--- src/hdl/trap_config.svh ---
/*
 * shared widths and constants for the machine-mode trap unit
 * data and CSR address widths, cause width, reset and misa values
 */
`ifndef TRAP_CONFIG_SVH
`define TRAP_CONFIG_SVH

// datapath and CSR bus widths
`define TRAP_XLEN 32
`define TRAP_CSR_AW 12

// MPP = 11, MPIE = 1 out of reset
`define TRAP_MSTATUS_RST 32'h0000_1880

// MXL = 01 (RV32), extensions I and M
`define TRAP_MISA_VAL 32'h4000_1100

// low field of mcause
`define TRAP_CAUSE_W 4

`endif

--- src/hdl/trap_pkg.sv ---
/*
 * trap unit types
 * CSR address map, interrupt FSM states, APB arbiter owners
 */
`default_nettype none

`include "trap_config.svh"

package trap_pkg;

	// machine CSR addresses
	typedef enum logic [`TRAP_CSR_AW-1:0] {
		CSR_MSTATUS  = 12'h300,
		CSR_MISA     = 12'h301,
		CSR_MIE      = 12'h304,
		CSR_MTVEC    = 12'h305,
		CSR_MSCRATCH = 12'h340,
		CSR_MEPC     = 12'h341,
		CSR_MCAUSE   = 12'h342,
		CSR_MTVAL    = 12'h343,
		CSR_MIP      = 12'h344
	} csr_addr_e;

	// interrupt request / reply FSM
	typedef enum logic [1:0] {
		IDLE       = 2'd0,
		ISSUE      = 2'd1,
		WAIT_REPLY = 2'd2,
		RETIRE     = 2'd3
	} irq_state_e;

	// who holds the shared CSR bus
	typedef enum logic [1:0] {
		OWNER_NONE = 2'd0,
		OWNER_CORE = 2'd1,
		OWNER_DBG  = 2'd2
	} apb_owner_e;

endpackage

`default_nettype wire

--- src/hdl/apb_arbiter.sv ---
/*
 * fixed-priority APB arbiter
 * two requesters (core, debug) onto one completer
 * core wins ties, grant held until the access completes
 */
`timescale 1ns/1ps
`default_nettype none

`include "trap_config.svh"

module apb_arbiter (
	input  wire                      clk,
	input  wire                      rst,
	input  wire                      core_psel,
	input  wire                      core_penable,
	input  wire                      core_pwrite,
	input  wire [`TRAP_CSR_AW-1:0]   core_paddr,
	input  wire [`TRAP_XLEN-1:0]     core_pwdata,
	output logic [`TRAP_XLEN-1:0]    core_prdata,
	output logic                     core_pready,
	input  wire                      dbg_psel,
	input  wire                      dbg_penable,
	input  wire                      dbg_pwrite,
	input  wire [`TRAP_CSR_AW-1:0]   dbg_paddr,
	input  wire [`TRAP_XLEN-1:0]     dbg_pwdata,
	output logic [`TRAP_XLEN-1:0]    dbg_prdata,
	output logic                     dbg_pready,
	output logic                     s_psel,
	output logic                     s_penable,
	output logic                     s_pwrite,
	output logic [`TRAP_CSR_AW-1:0]  s_paddr,
	output logic [`TRAP_XLEN-1:0]    s_pwdata,
	input  wire [`TRAP_XLEN-1:0]     s_prdata,
	input  wire                      s_pready
);
	import trap_pkg::*;

	apb_owner_e owner_q;
	apb_owner_e grant;
	logic       in_access;
	logic       done;

	// owner registered means setup already went out, so this is the access phase
	assign in_access = (owner_q != OWNER_NONE);
	assign done      = s_psel & s_penable & s_pready;

	// idle: grant in the same cycle psel shows up, core first
	always_comb begin
		if (owner_q != OWNER_NONE)
			grant = owner_q;
		else if (core_psel)
			grant = OWNER_CORE;
		else if (dbg_psel)
			grant = OWNER_DBG;
		else
			grant = OWNER_NONE;
	end

	// completer side mux
	// penable is regenerated so a late winner still gets its own setup cycle
	always_comb begin
		s_psel    = 1'b0;
		s_penable = 1'b0;
		s_pwrite  = 1'b0;
		s_paddr   = '0;
		s_pwdata  = '0;
		case (grant)
			OWNER_CORE: begin
				s_psel    = core_psel;
				s_penable = core_penable & in_access;
				s_pwrite  = core_pwrite;
				s_paddr   = core_paddr;
				s_pwdata  = core_pwdata;
			end
			OWNER_DBG: begin
				s_psel    = dbg_psel;
				s_penable = dbg_penable & in_access;
				s_pwrite  = dbg_pwrite;
				s_paddr   = dbg_paddr;
				s_pwdata  = dbg_pwdata;
			end
			default: ;
		endcase
	end

	// responses only go back to the granted side
	// loser sees pready low and keeps waiting
	assign core_pready = (grant == OWNER_CORE) & s_pready;
	assign dbg_pready  = (grant == OWNER_DBG) & s_pready;
	assign core_prdata = (grant == OWNER_CORE) ? s_prdata : '0;
	assign dbg_prdata  = (grant == OWNER_DBG) ? s_prdata : '0;

	// release at the completing edge
	always_ff @(posedge clk) begin
		if (rst)
			owner_q <= OWNER_NONE;
		else if (done)
			owner_q <= OWNER_NONE;
		else
			owner_q <= grant;
	end

endmodule

`default_nettype wire

--- src/hdl/csr_file.sv ---
/*
 * machine CSR file with APB completer port
 * masked writes, fixed reserved fields, live mip
 * trap entry and mret updates of mstatus, mepc, mcause
 */
`timescale 1ns/1ps
`default_nettype none

`include "trap_config.svh"

module csr_file (
	input  wire                       clk,
	input  wire                       rst,
	input  wire                       psel,
	input  wire                       penable,
	input  wire                       pwrite,
	input  wire [`TRAP_CSR_AW-1:0]    paddr,
	input  wire [`TRAP_XLEN-1:0]      pwdata,
	output logic [`TRAP_XLEN-1:0]     prdata,
	output logic                      pready,
	input  wire                       eip,
	input  wire                       tip,
	input  wire                       sip,
	input  wire                       exc_enter,
	input  wire                       exc_is_int,
	input  wire [`TRAP_XLEN-1:0]      exc_pc,
	input  wire [`TRAP_CAUSE_W-1:0]   exc_cause,
	input  wire                       exc_leave,
	input  wire [`TRAP_CAUSE_W-1:0]   irq_cause,
	output logic [`TRAP_XLEN-1:0]     mtvec_out,
	output logic [`TRAP_XLEN-1:0]     mepc_out,
	output logic                      mie_global,
	output logic                      meie,
	output logic                      mtie,
	output logic                      msie
);
	import trap_pkg::*;

	// writable fields
	// mstatus: MPP[12:11], MPIE[7], MIE[3]
	localparam logic [`TRAP_XLEN-1:0] MSTATUS_WMASK = 32'h0000_1888;
	// mie: MEIE, MTIE, MSIE
	localparam logic [`TRAP_XLEN-1:0] MIE_WMASK     = 32'h0000_0888;
	// mtvec / mepc are word aligned
	localparam logic [`TRAP_XLEN-1:0] ALIGN_MASK    = 32'hFFFF_FFFC;
	localparam int                    CAUSE_PAD     = `TRAP_XLEN - 1 - `TRAP_CAUSE_W;

	logic [`TRAP_XLEN-1:0]    mstatus;
	logic [`TRAP_XLEN-1:0]    mie;
	logic [`TRAP_XLEN-1:0]    mtvec;
	logic [`TRAP_XLEN-1:0]    mscratch;
	logic [`TRAP_XLEN-1:0]    mepc;
	logic [`TRAP_XLEN-1:0]    mcause;
	logic [`TRAP_XLEN-1:0]    mtval;
	logic [`TRAP_XLEN-1:0]    mip_val;
	logic [`TRAP_CAUSE_W-1:0] trap_code;
	// 1 = machine, 0 = user
	logic                     mode;
	logic                     wr_en;

	// zero wait states, every access phase completes
	assign pready = psel & penable;
	assign wr_en  = pready & pwrite;

	// enables towards the interrupt controller
	assign mie_global = mstatus[3];
	assign meie       = mie[11];
	assign mtie       = mie[7];
	assign msie       = mie[3];

	// mip is just the pins, nothing stored
	always_comb begin
		mip_val     = '0;
		mip_val[11] = eip;
		mip_val[7]  = tip;
		mip_val[3]  = sip;
	end

	// interrupts take the controller's code
	assign trap_code = exc_is_int ? irq_cause : exc_cause;

	// read mux, unknown addresses read zero
	always_comb begin
		prdata = '0;
		case (paddr)
			CSR_MSTATUS:  prdata = mstatus;
			CSR_MISA:     prdata = `TRAP_MISA_VAL;
			CSR_MIE:      prdata = mie;
			CSR_MTVEC:    prdata = mtvec;
			CSR_MSCRATCH: prdata = mscratch;
			CSR_MEPC:     prdata = mepc;
			CSR_MCAUSE:   prdata = mcause;
			CSR_MTVAL:    prdata = mtval;
			CSR_MIP:      prdata = mip_val;
			default:      prdata = '0;
		endcase
	end

	// bus write beats trap entry, trap entry beats mret
	always_ff @(posedge clk) begin
		if (rst) begin
			mode     <= 1'b1;
			mstatus  <= `TRAP_MSTATUS_RST;
			mie      <= '0;
			mtvec    <= '0;
			mscratch <= '0;
			mepc     <= '0;
			mcause   <= '0;
			mtval    <= '0;
		end else if (wr_en) begin
			// misa and mip ignore writes
			case (paddr)
				CSR_MSTATUS:  mstatus  <= pwdata & MSTATUS_WMASK;
				CSR_MIE:      mie      <= pwdata & MIE_WMASK;
				CSR_MTVEC:    mtvec    <= pwdata & ALIGN_MASK;
				CSR_MSCRATCH: mscratch <= pwdata;
				CSR_MEPC:     mepc     <= pwdata & ALIGN_MASK;
				CSR_MCAUSE:   mcause   <= pwdata;
				CSR_MTVAL:    mtval    <= pwdata;
				default: ;
			endcase
		end else if (exc_enter) begin
			mepc        <= exc_pc & ALIGN_MASK;
			mcause      <= {exc_is_int, {CAUSE_PAD{1'b0}}, trap_code};
			// stack MIE into MPIE, remember previous mode
			mstatus[7]     <= mstatus[3];
			mstatus[3]     <= 1'b0;
			mstatus[12:11] <= {mode, mode};
			mode        <= 1'b1;
		end else if (exc_leave) begin
			// mret: pop MIE, MPP back to user
			mstatus[3]     <= mstatus[7];
			mstatus[7]     <= 1'b1;
			mstatus[12:11] <= 2'b00;
			mode        <= (mstatus[12:11] != 2'b00);
		end
	end

	// CPU copies, one cycle behind the CSRs
	always_ff @(posedge clk) begin
		mtvec_out <= mtvec;
		mepc_out  <= mepc;
	end

endmodule

`default_nettype wire

--- src/hdl/irq_controller.sv ---
/*
 * interrupt controller
 * pending detection, ext > timer > sw priority, cause code
 * interrupt level held until the CPU replies
 */
`timescale 1ns/1ps
`default_nettype none

`include "trap_config.svh"

module irq_controller (
	input  wire                       clk,
	input  wire                       rst,
	input  wire                       eip,
	input  wire                       tip,
	input  wire                       sip,
	input  wire                       mie_global,
	input  wire                       meie,
	input  wire                       mtie,
	input  wire                       msie,
	input  wire                       int_reply,
	output logic                      interrupt,
	output logic                      eip_reply,
	output logic [`TRAP_CAUSE_W-1:0]  irq_cause
);
	import trap_pkg::*;

	irq_state_e state;
	logic       ext_q;
	logic       tim_q;
	logic       pending_q;
	logic       reply_q;
	// {external, timer}, neither means software
	logic [1:0] src_q;

	// input stage
	// qualified sources and pending registered side by side
	always_ff @(posedge clk) begin
		if (rst) begin
			ext_q     <= 1'b0;
			tim_q     <= 1'b0;
			pending_q <= 1'b0;
			reply_q   <= 1'b0;
		end else begin
			ext_q     <= eip & meie;
			tim_q     <= tip & mtie;
			pending_q <= mie_global & ((eip & meie) | (tip & mtie) | (sip & msie));
			reply_q   <= int_reply;
		end
	end

	always_ff @(posedge clk) begin
		if (rst) begin
			state     <= IDLE;
			interrupt <= 1'b0;
			eip_reply <= 1'b0;
			src_q     <= 2'b00;
			irq_cause <= '0;
		end else begin
			case (state)
				IDLE: begin
					// latch the winner now, encode next cycle
					if (pending_q) begin
						src_q <= {ext_q, tim_q};
						state <= ISSUE;
					end
				end
				ISSUE: begin
					interrupt <= 1'b1;
					if (src_q[1]) begin
						// external also gets the reply pulse
						irq_cause <= 4'd11;
						eip_reply <= 1'b1;
					end else if (src_q[0]) begin
						irq_cause <= 4'd7;
					end else begin
						irq_cause <= 4'd3;
					end
					state <= WAIT_REPLY;
				end
				WAIT_REPLY: begin
					// single cycle pulse
					eip_reply <= 1'b0;
					if (reply_q) begin
						interrupt <= 1'b0;
						state     <= RETIRE;
					end
				end
				RETIRE: begin
					state <= IDLE;
				end
				default: state <= IDLE;
			endcase
		end
	end

endmodule

`default_nettype wire

--- src/hdl/trap_unit_top.sv ---
/*
 * trap unit top
 * APB arbiter, machine CSR file, interrupt controller
 */
`timescale 1ns/1ps
`default_nettype none

`include "trap_config.svh"

module trap_unit_top (
	input  wire                       clk,
	input  wire                       rst,
	// core CSR instruction port
	input  wire                       core_psel,
	input  wire                       core_penable,
	input  wire                       core_pwrite,
	input  wire [`TRAP_CSR_AW-1:0]    core_paddr,
	input  wire [`TRAP_XLEN-1:0]      core_pwdata,
	output wire [`TRAP_XLEN-1:0]      core_prdata,
	output wire                       core_pready,
	// debug host port
	input  wire                       dbg_psel,
	input  wire                       dbg_penable,
	input  wire                       dbg_pwrite,
	input  wire [`TRAP_CSR_AW-1:0]    dbg_paddr,
	input  wire [`TRAP_XLEN-1:0]      dbg_pwdata,
	output wire [`TRAP_XLEN-1:0]      dbg_prdata,
	output wire                       dbg_pready,
	// interrupt pins and CPU handshake
	input  wire                       eip,
	input  wire                       tip,
	input  wire                       sip,
	output wire                       eip_reply,
	output wire                       interrupt,
	input  wire                       int_reply,
	// trap interface
	input  wire                       exc_enter,
	input  wire                       exc_is_int,
	input  wire [`TRAP_XLEN-1:0]      exc_pc,
	input  wire [`TRAP_CAUSE_W-1:0]   exc_cause,
	input  wire                       exc_leave,
	output wire [`TRAP_XLEN-1:0]      mtvec_out,
	output wire [`TRAP_XLEN-1:0]      mepc_out
);

	// shared completer bus
	wire                      s_psel;
	wire                      s_penable;
	wire                      s_pwrite;
	wire [`TRAP_CSR_AW-1:0]   s_paddr;
	wire [`TRAP_XLEN-1:0]     s_pwdata;
	wire [`TRAP_XLEN-1:0]     s_prdata;
	wire                      s_pready;
	// enables and cause between CSRs and controller
	wire                      mie_global;
	wire                      meie;
	wire                      mtie;
	wire                      msie;
	wire [`TRAP_CAUSE_W-1:0]  irq_cause;

	apb_arbiter u_arbiter (
		.clk          (clk),
		.rst          (rst),
		.core_psel    (core_psel),
		.core_penable (core_penable),
		.core_pwrite  (core_pwrite),
		.core_paddr   (core_paddr),
		.core_pwdata  (core_pwdata),
		.core_prdata  (core_prdata),
		.core_pready  (core_pready),
		.dbg_psel     (dbg_psel),
		.dbg_penable  (dbg_penable),
		.dbg_pwrite   (dbg_pwrite),
		.dbg_paddr    (dbg_paddr),
		.dbg_pwdata   (dbg_pwdata),
		.dbg_prdata   (dbg_prdata),
		.dbg_pready   (dbg_pready),
		.s_psel       (s_psel),
		.s_penable    (s_penable),
		.s_pwrite     (s_pwrite),
		.s_paddr      (s_paddr),
		.s_pwdata     (s_pwdata),
		.s_prdata     (s_prdata),
		.s_pready     (s_pready)
	);

	csr_file u_csr (
		.clk        (clk),
		.rst        (rst),
		.psel       (s_psel),
		.penable    (s_penable),
		.pwrite     (s_pwrite),
		.paddr      (s_paddr),
		.pwdata     (s_pwdata),
		.prdata     (s_prdata),
		.pready     (s_pready),
		.eip        (eip),
		.tip        (tip),
		.sip        (sip),
		.exc_enter  (exc_enter),
		.exc_is_int (exc_is_int),
		.exc_pc     (exc_pc),
		.exc_cause  (exc_cause),
		.exc_leave  (exc_leave),
		.irq_cause  (irq_cause),
		.mtvec_out  (mtvec_out),
		.mepc_out   (mepc_out),
		.mie_global (mie_global),
		.meie       (meie),
		.mtie       (mtie),
		.msie       (msie)
	);

	irq_controller u_irq (
		.clk        (clk),
		.rst        (rst),
		.eip        (eip),
		.tip        (tip),
		.sip        (sip),
		.mie_global (mie_global),
		.meie       (meie),
		.mtie       (mtie),
		.msie       (msie),
		.int_reply  (int_reply),
		.interrupt  (interrupt),
		.eip_reply  (eip_reply),
		.irq_cause  (irq_cause)
	);

endmodule

`default_nettype wire

--- config.mk ---
export PLATFORM = sky130hd
export DESIGN_NAME = trap_unit_top
export DESIGN_NICKNAME = d
export VERILOG_FILES = /design/src/hdl/trap_pkg.sv /design/src/hdl/apb_arbiter.sv /design/src/hdl/csr_file.sv /design/src/hdl/irq_controller.sv /design/src/hdl/trap_unit_top.sv
export VERILOG_INCLUDE_DIRS = /design/src /design/src/hdl
export SDC_FILE = /design/constraint.sdc
export NUM_CORES = 1
export LEC_CHECK = 0
export ABC_AREA = 1
export ABC_CLOCK_PERIOD_IN_PS = 3400
export BUFFER_PORTS_ARGS = -buffer_cell sky130_fd_sc_hd__buf_2
export CORE_MARGIN = 1
export CORE_UTILIZATION = 45
export DETAILED_ROUTE_END_ITERATION = 8
export PLACE_DENSITY = 0.75
export SLEW_MARGIN = 10
export SYNTH_ARGS = -nofsm -noshare
export SYNTH_HDL_FRONTEND = slang
export SYNTH_SLANG_ARGS = --single-unit
--- constraint.sdc ---
create_clock -name clk -period 3.4 [get_ports clk]
set_input_delay 0.17 -clock clk [delete_from_list [all_inputs] [get_ports clk]]
set_output_delay 0.17 -clock clk [all_outputs]
set_load 0.03 [all_outputs]
Word-level counts from Yosys, hierarchy flattened. Index checks and enable logic that the tools add are counted.

Bits in registers: 244. Bits of input ports: 139.

Equality and inequality tests: 20. Mux-type cells: 39. Bitwise operators: 13. Reduce and logical (&&, ||, !) cells: 20.

Operator list (count): one-hot mux 32 bit (9 select lines) (1); 2-to-1 mux 32 bit (8); equality test 12 x 10 -> 1 bit (second input constant) (9); one-hot mux 32 bit (2 select lines) (1); one-hot mux 12 bit (2 select lines) (1); AND reduction 2 bit (12); 2-to-1 mux 2 bit (8); 2-to-1 mux 13 bit (1); AND 1 bit (10); 2-to-1 mux 1 bit (10); one-hot mux 1 bit (2 select lines) (5); nonzero test 2 bit (5); 2-to-1 mux 4 bit (2); one-hot mux 2 bit (4 select lines) (1); equality test 2 bit (second input constant) (3); inequality test 2 x 1 -> 1 bit (second input constant) (3); inequality test 2 bit (second input constant) (3); equality test 2 x 1 -> 1 bit (second input constant) (2); 2-to-1 mux 3 bit (1); nonzero test 3 bit (1); zero test 2 bit (1); OR 1 bit (2); OR reduction 2 bit (1); NOT 1 bit (1).

Logic depth before layout (Yosys ltp).
Depth after elaboration: 9. Mapped depth: 18.

By module. A second synthesis with hierarchy kept.

Cells, all modules: 1824. Area total of the unflattened synthesis: 11826.3 um^2.

Modules (own cells, without submodules): csr_file (instances 1, cells an instance 1442, area an instance 9937.0 um^2); apb_arbiter (instances 1, cells an instance 317, area an instance 1370.1 um^2); irq_controller (instances 1, cells an instance 65, area an instance 519.2 um^2).

Worst setup path after synthesis. Ideal clock, no wire load.

Kind: register to output. Start point: register u_arbiter.owner_q[0]. End point: output port core_prdata[21]. Arrival: 2670 ps. Setup slack: 560 ps. Stages on the path, launching flop included: 16. Cells stage by stage: dfxtp_1 > inv_1 > a31oi_1 > inv_1 > ha_1 > inv_1 > clkbuf_1 > nand3_1 > nor2_1 > inv_1 > nor2_4 > buf_2 > nand2_1 > nand3_1 > nor2_1 > nor2_1.

Longest elaborated chain between the ends: 7. Elaborated cells between the ends (all ways): 16.

Ends and longest elaborated chain: start: declaration (RTL line apb_arbiter.sv:38) `apb_owner_e owner_q;`; start signal: assignment (RTL line apb_arbiter.sv:100) `owner_q <= grant;`; nonzero test 2 bit * (RTL line apb_arbiter.sv:49) `if (owner_q != OWNER_NONE)`; 2-to-1 mux 2 bit * (RTL line apb_arbiter.sv:49); named net u_arbiter.grant[1] (RTL line apb_arbiter.sv:39) `apb_owner_e grant;`; equality test 2 bit or equality test 2 x 1 -> 1 bit (tied branches) (RTL line apb_arbiter.sv:67, apb_arbiter.sv:90); one-hot mux 12 bit (2 select lines) (RTL line apb_arbiter.sv:67) `case (grant)`; equality test 12 x 10 -> 1 bit (RTL line csr_file.sv:85) `case (paddr)`; one-hot mux 32 bit (9 select lines) (RTL line csr_file.sv:85); 2-to-1 mux 32 bit * (RTL line apb_arbiter.sv:90) `assign core_prdata = (grant == OWNER_CORE) ? s_prdata : '0;`; end: declaration (RTL line trap_unit_top.sv:19) `` output wire [`TRAP_XLEN-1:0] core_prdata, ``.

Mark *: on every way through the listed nets, which the timed path passes. The rest lies on a longest branch.

Final worst setup path.
Start point: register u_arbiter.owner_q[0]. End point: output port core_prdata[17].

Same word-level chain as after synthesis.

==> impl_metrics.csv <==
group,metric,value,unit
critical_path,worst_path_max_delay_cell,"dfxtp_4",
sta,tightestPinTransition,1.18,ns
critical_path,r2r_cells,16,
critical_path,cp-end-kind,"output port",
hold_path,min_path_type,"input port to register",
final_layout,antennaDiodeCount,0,
critical_path,reg2reg_slack,0.41,ns
run,max-cap-violations,0,
synthesis,synth-seq-cells,239,
die,fp-row-count,55,
power_and_ir_drop,p_sw,1.88,mW
global_routing,groute.usage.overall,0.295,
cts,cts-root-buf,"clkbuf_16",
final_layout,area_growth,34.6,%
synthesis,synth_top_cell_by_area,"dfxtp_1",
critical_path,regToRegEndpoint,"u_csr.mtvec[8]",
die,io_pins,271,
place,hpwl,24400,um
sta,hold_viol_final,0,
sta,timing.hold.ws,0.00184,ns
sta,drv_slew,0,
place,dp_slack,0.119,ns
sta,period_needed,3.36,ns
die,die_width,155,um
synthesis,synth_warnings,0,
power_and_ir_drop,max-vdd-ir-drop,0.000307,V
global_routing,grt_max_degree,106,
final_layout,register_area,4790,um2
die,die_h,155,um
critical_path,crit_required,3.23,ns
place,postPlaceCellArea,12200,um2
synthesis,async_flop_share,0,
cts,htree_levels,1,
routing,drt-initial-drc-count,1369,
die,start_util,0.463,
power_and_ir_drop,sw_frac_of_total,0.277,
global_routing,grt_antenna_before_repair,0,
global_routing,grt_pass1_wl,55900,um
synthesis,synthMostInstantiatedCell,"nand2_1",
power_and_ir_drop,leakage,6.73,nW
cts,cts_made_buffers,25,
synthesis,synth_cells,1523,
final_layout,multi_input_area,5440,um2
routing,routedWlPerCell,17.7,um
critical_path,cp.arrival,3.19,ns
power_and_ir_drop,power,6.79,mW
final_layout,nFillCells,2041,
power_and_ir_drop,power_frac_comb,0.147,
final_layout,drive_above_1_share,0.266,
hold_path,hold_depth,5,
critical_path,setup.worst_path.end,"core_prdata[17]",
routing,route.detailed.drc,0,
cts,clockBufferDepth,3,
cts,clk_pin_slew,0.06,ns
routing,wl,37900,um
power_and_ir_drop,sequentialPowerShare,0.434,
synthesis,yosys.area.top_type_share,0.452,
final_layout,final_cell_area,14200,um2
sta,finalWorstSetupSlack,0.0436,ns
die,die_area,24100,um2
place,portBuffers,264,
run_status,outcome,"complete, no violations",
routing,first_pass_iters,6,
sta,finalSetupViolations,0,
critical_path,startpoint,"u_arbiter.owner_q[0]",
sta,min_period_over_period,0.987,
die,core,22800,um2
cts,cts_tree,"done",
critical_path,max_stage_delay,0.36,ns
routing,via_count,11656,
critical_path,worst-path-max-fanout,8,
critical_path,r2r_start,"u_arbiter.owner_q[0]",
cts,cts.sinks,239,
critical_path,criticalPathCategory,"register to output port",
critical_path,path_cells,"inv_2, a31oi_4, inv_2, ha_4, clkinvlp_4, buf_6, nand2_1, nand2_2, nor2_4, inv_2, nor2_4, buf_12, clkbuf_16, nand2_1, nand3_1, nor2_2, nor2_1, clkbuf_4",
cts,worstSkewPairLatency,0.53,ns
sta,finClkSkew,0.0124,ns
routing,ant_nets,0,
synthesis,synth_common_cells,"nand2_1, nor2_1, dfxtp_1",
sta,fmax,298,MHz
power_and_ir_drop,powerDensity,477,nW/um2
synthesis,ys_top_cells_by_area,"dfxtp_1, nand2_1, nor2_1, nand3_1, a21oi_1",
synthesis,syn_avg_cell_area,6.95,um2
global_routing,grt_pass1_vias,10309,
synthesis,ys_types,35,
critical_path,startpoint_type,"register",
power_and_ir_drop,p_int,4.91,mW
sta,max-slew-margin-rel,0.211,
synthesis,synth_top_flop_cell,"dfxtp_1",
synthesis,seq_area_frac_synth,0.452,
power_and_ir_drop,p_clk_frac,0.419,
global_routing,grt.overflow.total,0,
place,gp_congestion,0.943,
synthesis,synth_edf_count,0,
final_layout,layout.nets,1954,
synthesis,netlist_area,10600,um2
critical_path,crit_top_cell,"inv_2",
routing,via_per_inst,5.44,
## power groups by stage
stage	sequential (mW)	clock [mW]	combinational [mW]
2_1_floorplan	3.04	0	0.527
3_3_place_gp	3.00	0	0.877
3_5_place_dp	3.00	0	0.888
4_1_cts	2.94	2.86	0.944
5_1_grt	2.95	2.99	1.08
6_report	2.94	2.85	0.998
## metrics by stage
stage / cells / setup TNS (ns) / utilization
after floorplan: 1526 / 0 / -
after detailed placement: 2038 / 0 / 0.532
final: 2141 / 0 / 0.623
after global placement: 2038 / 0 / 0.532
after global routing: 2141 / -0.175 / 0.623
after CTS: 2127 / 0 / 0.597
## metal layers
metal	share of wire	track usage
met5	0	0
met4	0.026	0.0733
met3	0.11	0.0476
met2	0.44	0.450
met1	0.42	0.432
## how the worst min path moves through the flow
stage,start,end,slack [ns]
after detailed placement,u_csr.mepc[28],u_csr.mepc_out[28],0.36
after CTS,exc_pc[25],u_csr.mepc[25],0.003
after floorplan,int_reply,u_irq.reply_q,0.28
after global placement,u_csr.mepc[28],u_csr.mepc_out[28],0.36
final,exc_pc[24],u_csr.mepc[24],0.002
after global routing,exc_pc[24],u_csr.mepc[24],0.05
## layout make-up
type,instances,share of cell area
clock buffers,36,0.0503
flip-flops and latches,239,0.336
inverters,75,0.0206
well taps,313,0.0275
multi-input cells,1111,0.382
clock inverters,10,0.0100
repair buffers,357,0.173
## flip-flops by register name, summed over array words and instances (netlist names), 3 cells and up
signal           count
u_csr.mcause        32
u_csr.mscratch      32
u_csr.mtval         32
u_csr.mepc          30
u_csr.mepc_out      30
u_csr.mtvec         30
u_csr.mtvec_out     30
u_csr.mstatus        4
u_csr.mie            3
u_irq.irq_cause      3
## worst max-delay path, delay by kind of cell (launching register included)
family,cells,cell delay [ns]
AND/OR/NAND/NOR,8,0.79
AO/OA/AOI/OAI,1,0.18
adder cells (fa/ha/maj),1,0.29
buffers and inverters,8,1.03
flip-flops,1,0.36
## cell usage in the layout (no fill, tap or decap), types with 3 or more instances in the layout
master / Yosys / routed
buf_12: 0 / 10
buf_2: 31 / 205
inv_2: 9 / 11
clkinvlp_4: 0 / 3
a22o_1: 31 / 31
inv_1: 65 / 60
dfxtp_1: 239 / 237
conb_1: 1 / 4
clkinv_2: 0 / 4
nand3_4: 0 / 5
nor2_1: 259 / 225
nand3_2: 3 / 12
ha_1: 6 / 4
nor2_2: 2 / 25
nand2_1: 439 / 412
nand2_4: 2 / 7
nand2_2: 3 / 25
nand3_1: 105 / 91
nor2_4: 5 / 16
bufinv_16: 0 / 3
dlygate4sd3_1: 0 / 25
o21ai_1: 13 / 13
nor3_1: 3 / 3
clkbuf_8: 0 / 5
clkbuf_4: 0 / 4
nand4_1: 21 / 21
clkbuf_1: 48 / 6
clkbuf_16: 0 / 28
a211oi_1: 24 / 24
a21oi_1: 95 / 93
buf_6: 1 / 10
buf_4: 16 / 99
o21ai_0: 87 / 87
## kinds of logic after synthesis
kind of cell | after synthesis | synth area share
and+or+nand+nor | 846 | 0.330
adders and majority gates | 6 | 0.00709
other | 1 | 0.000354
buffers and inverters | 176 | 0.0725
AOI/OAI and AO/OA | 255 | 0.138
DFF | 239 | 0.452
## what timing repair did
item | in CTS | in global routing
buffers inserted | 16 | 13
resized for setup | 53 | 161
setup endpoints to repair | 64 | 64
pin swaps | 8 | 30
hold buffers | 25 | 0
endpoints found under the hold margin | 25 | 0
gates cloned | 2 | 3
(Power assumes the default switching activity.)
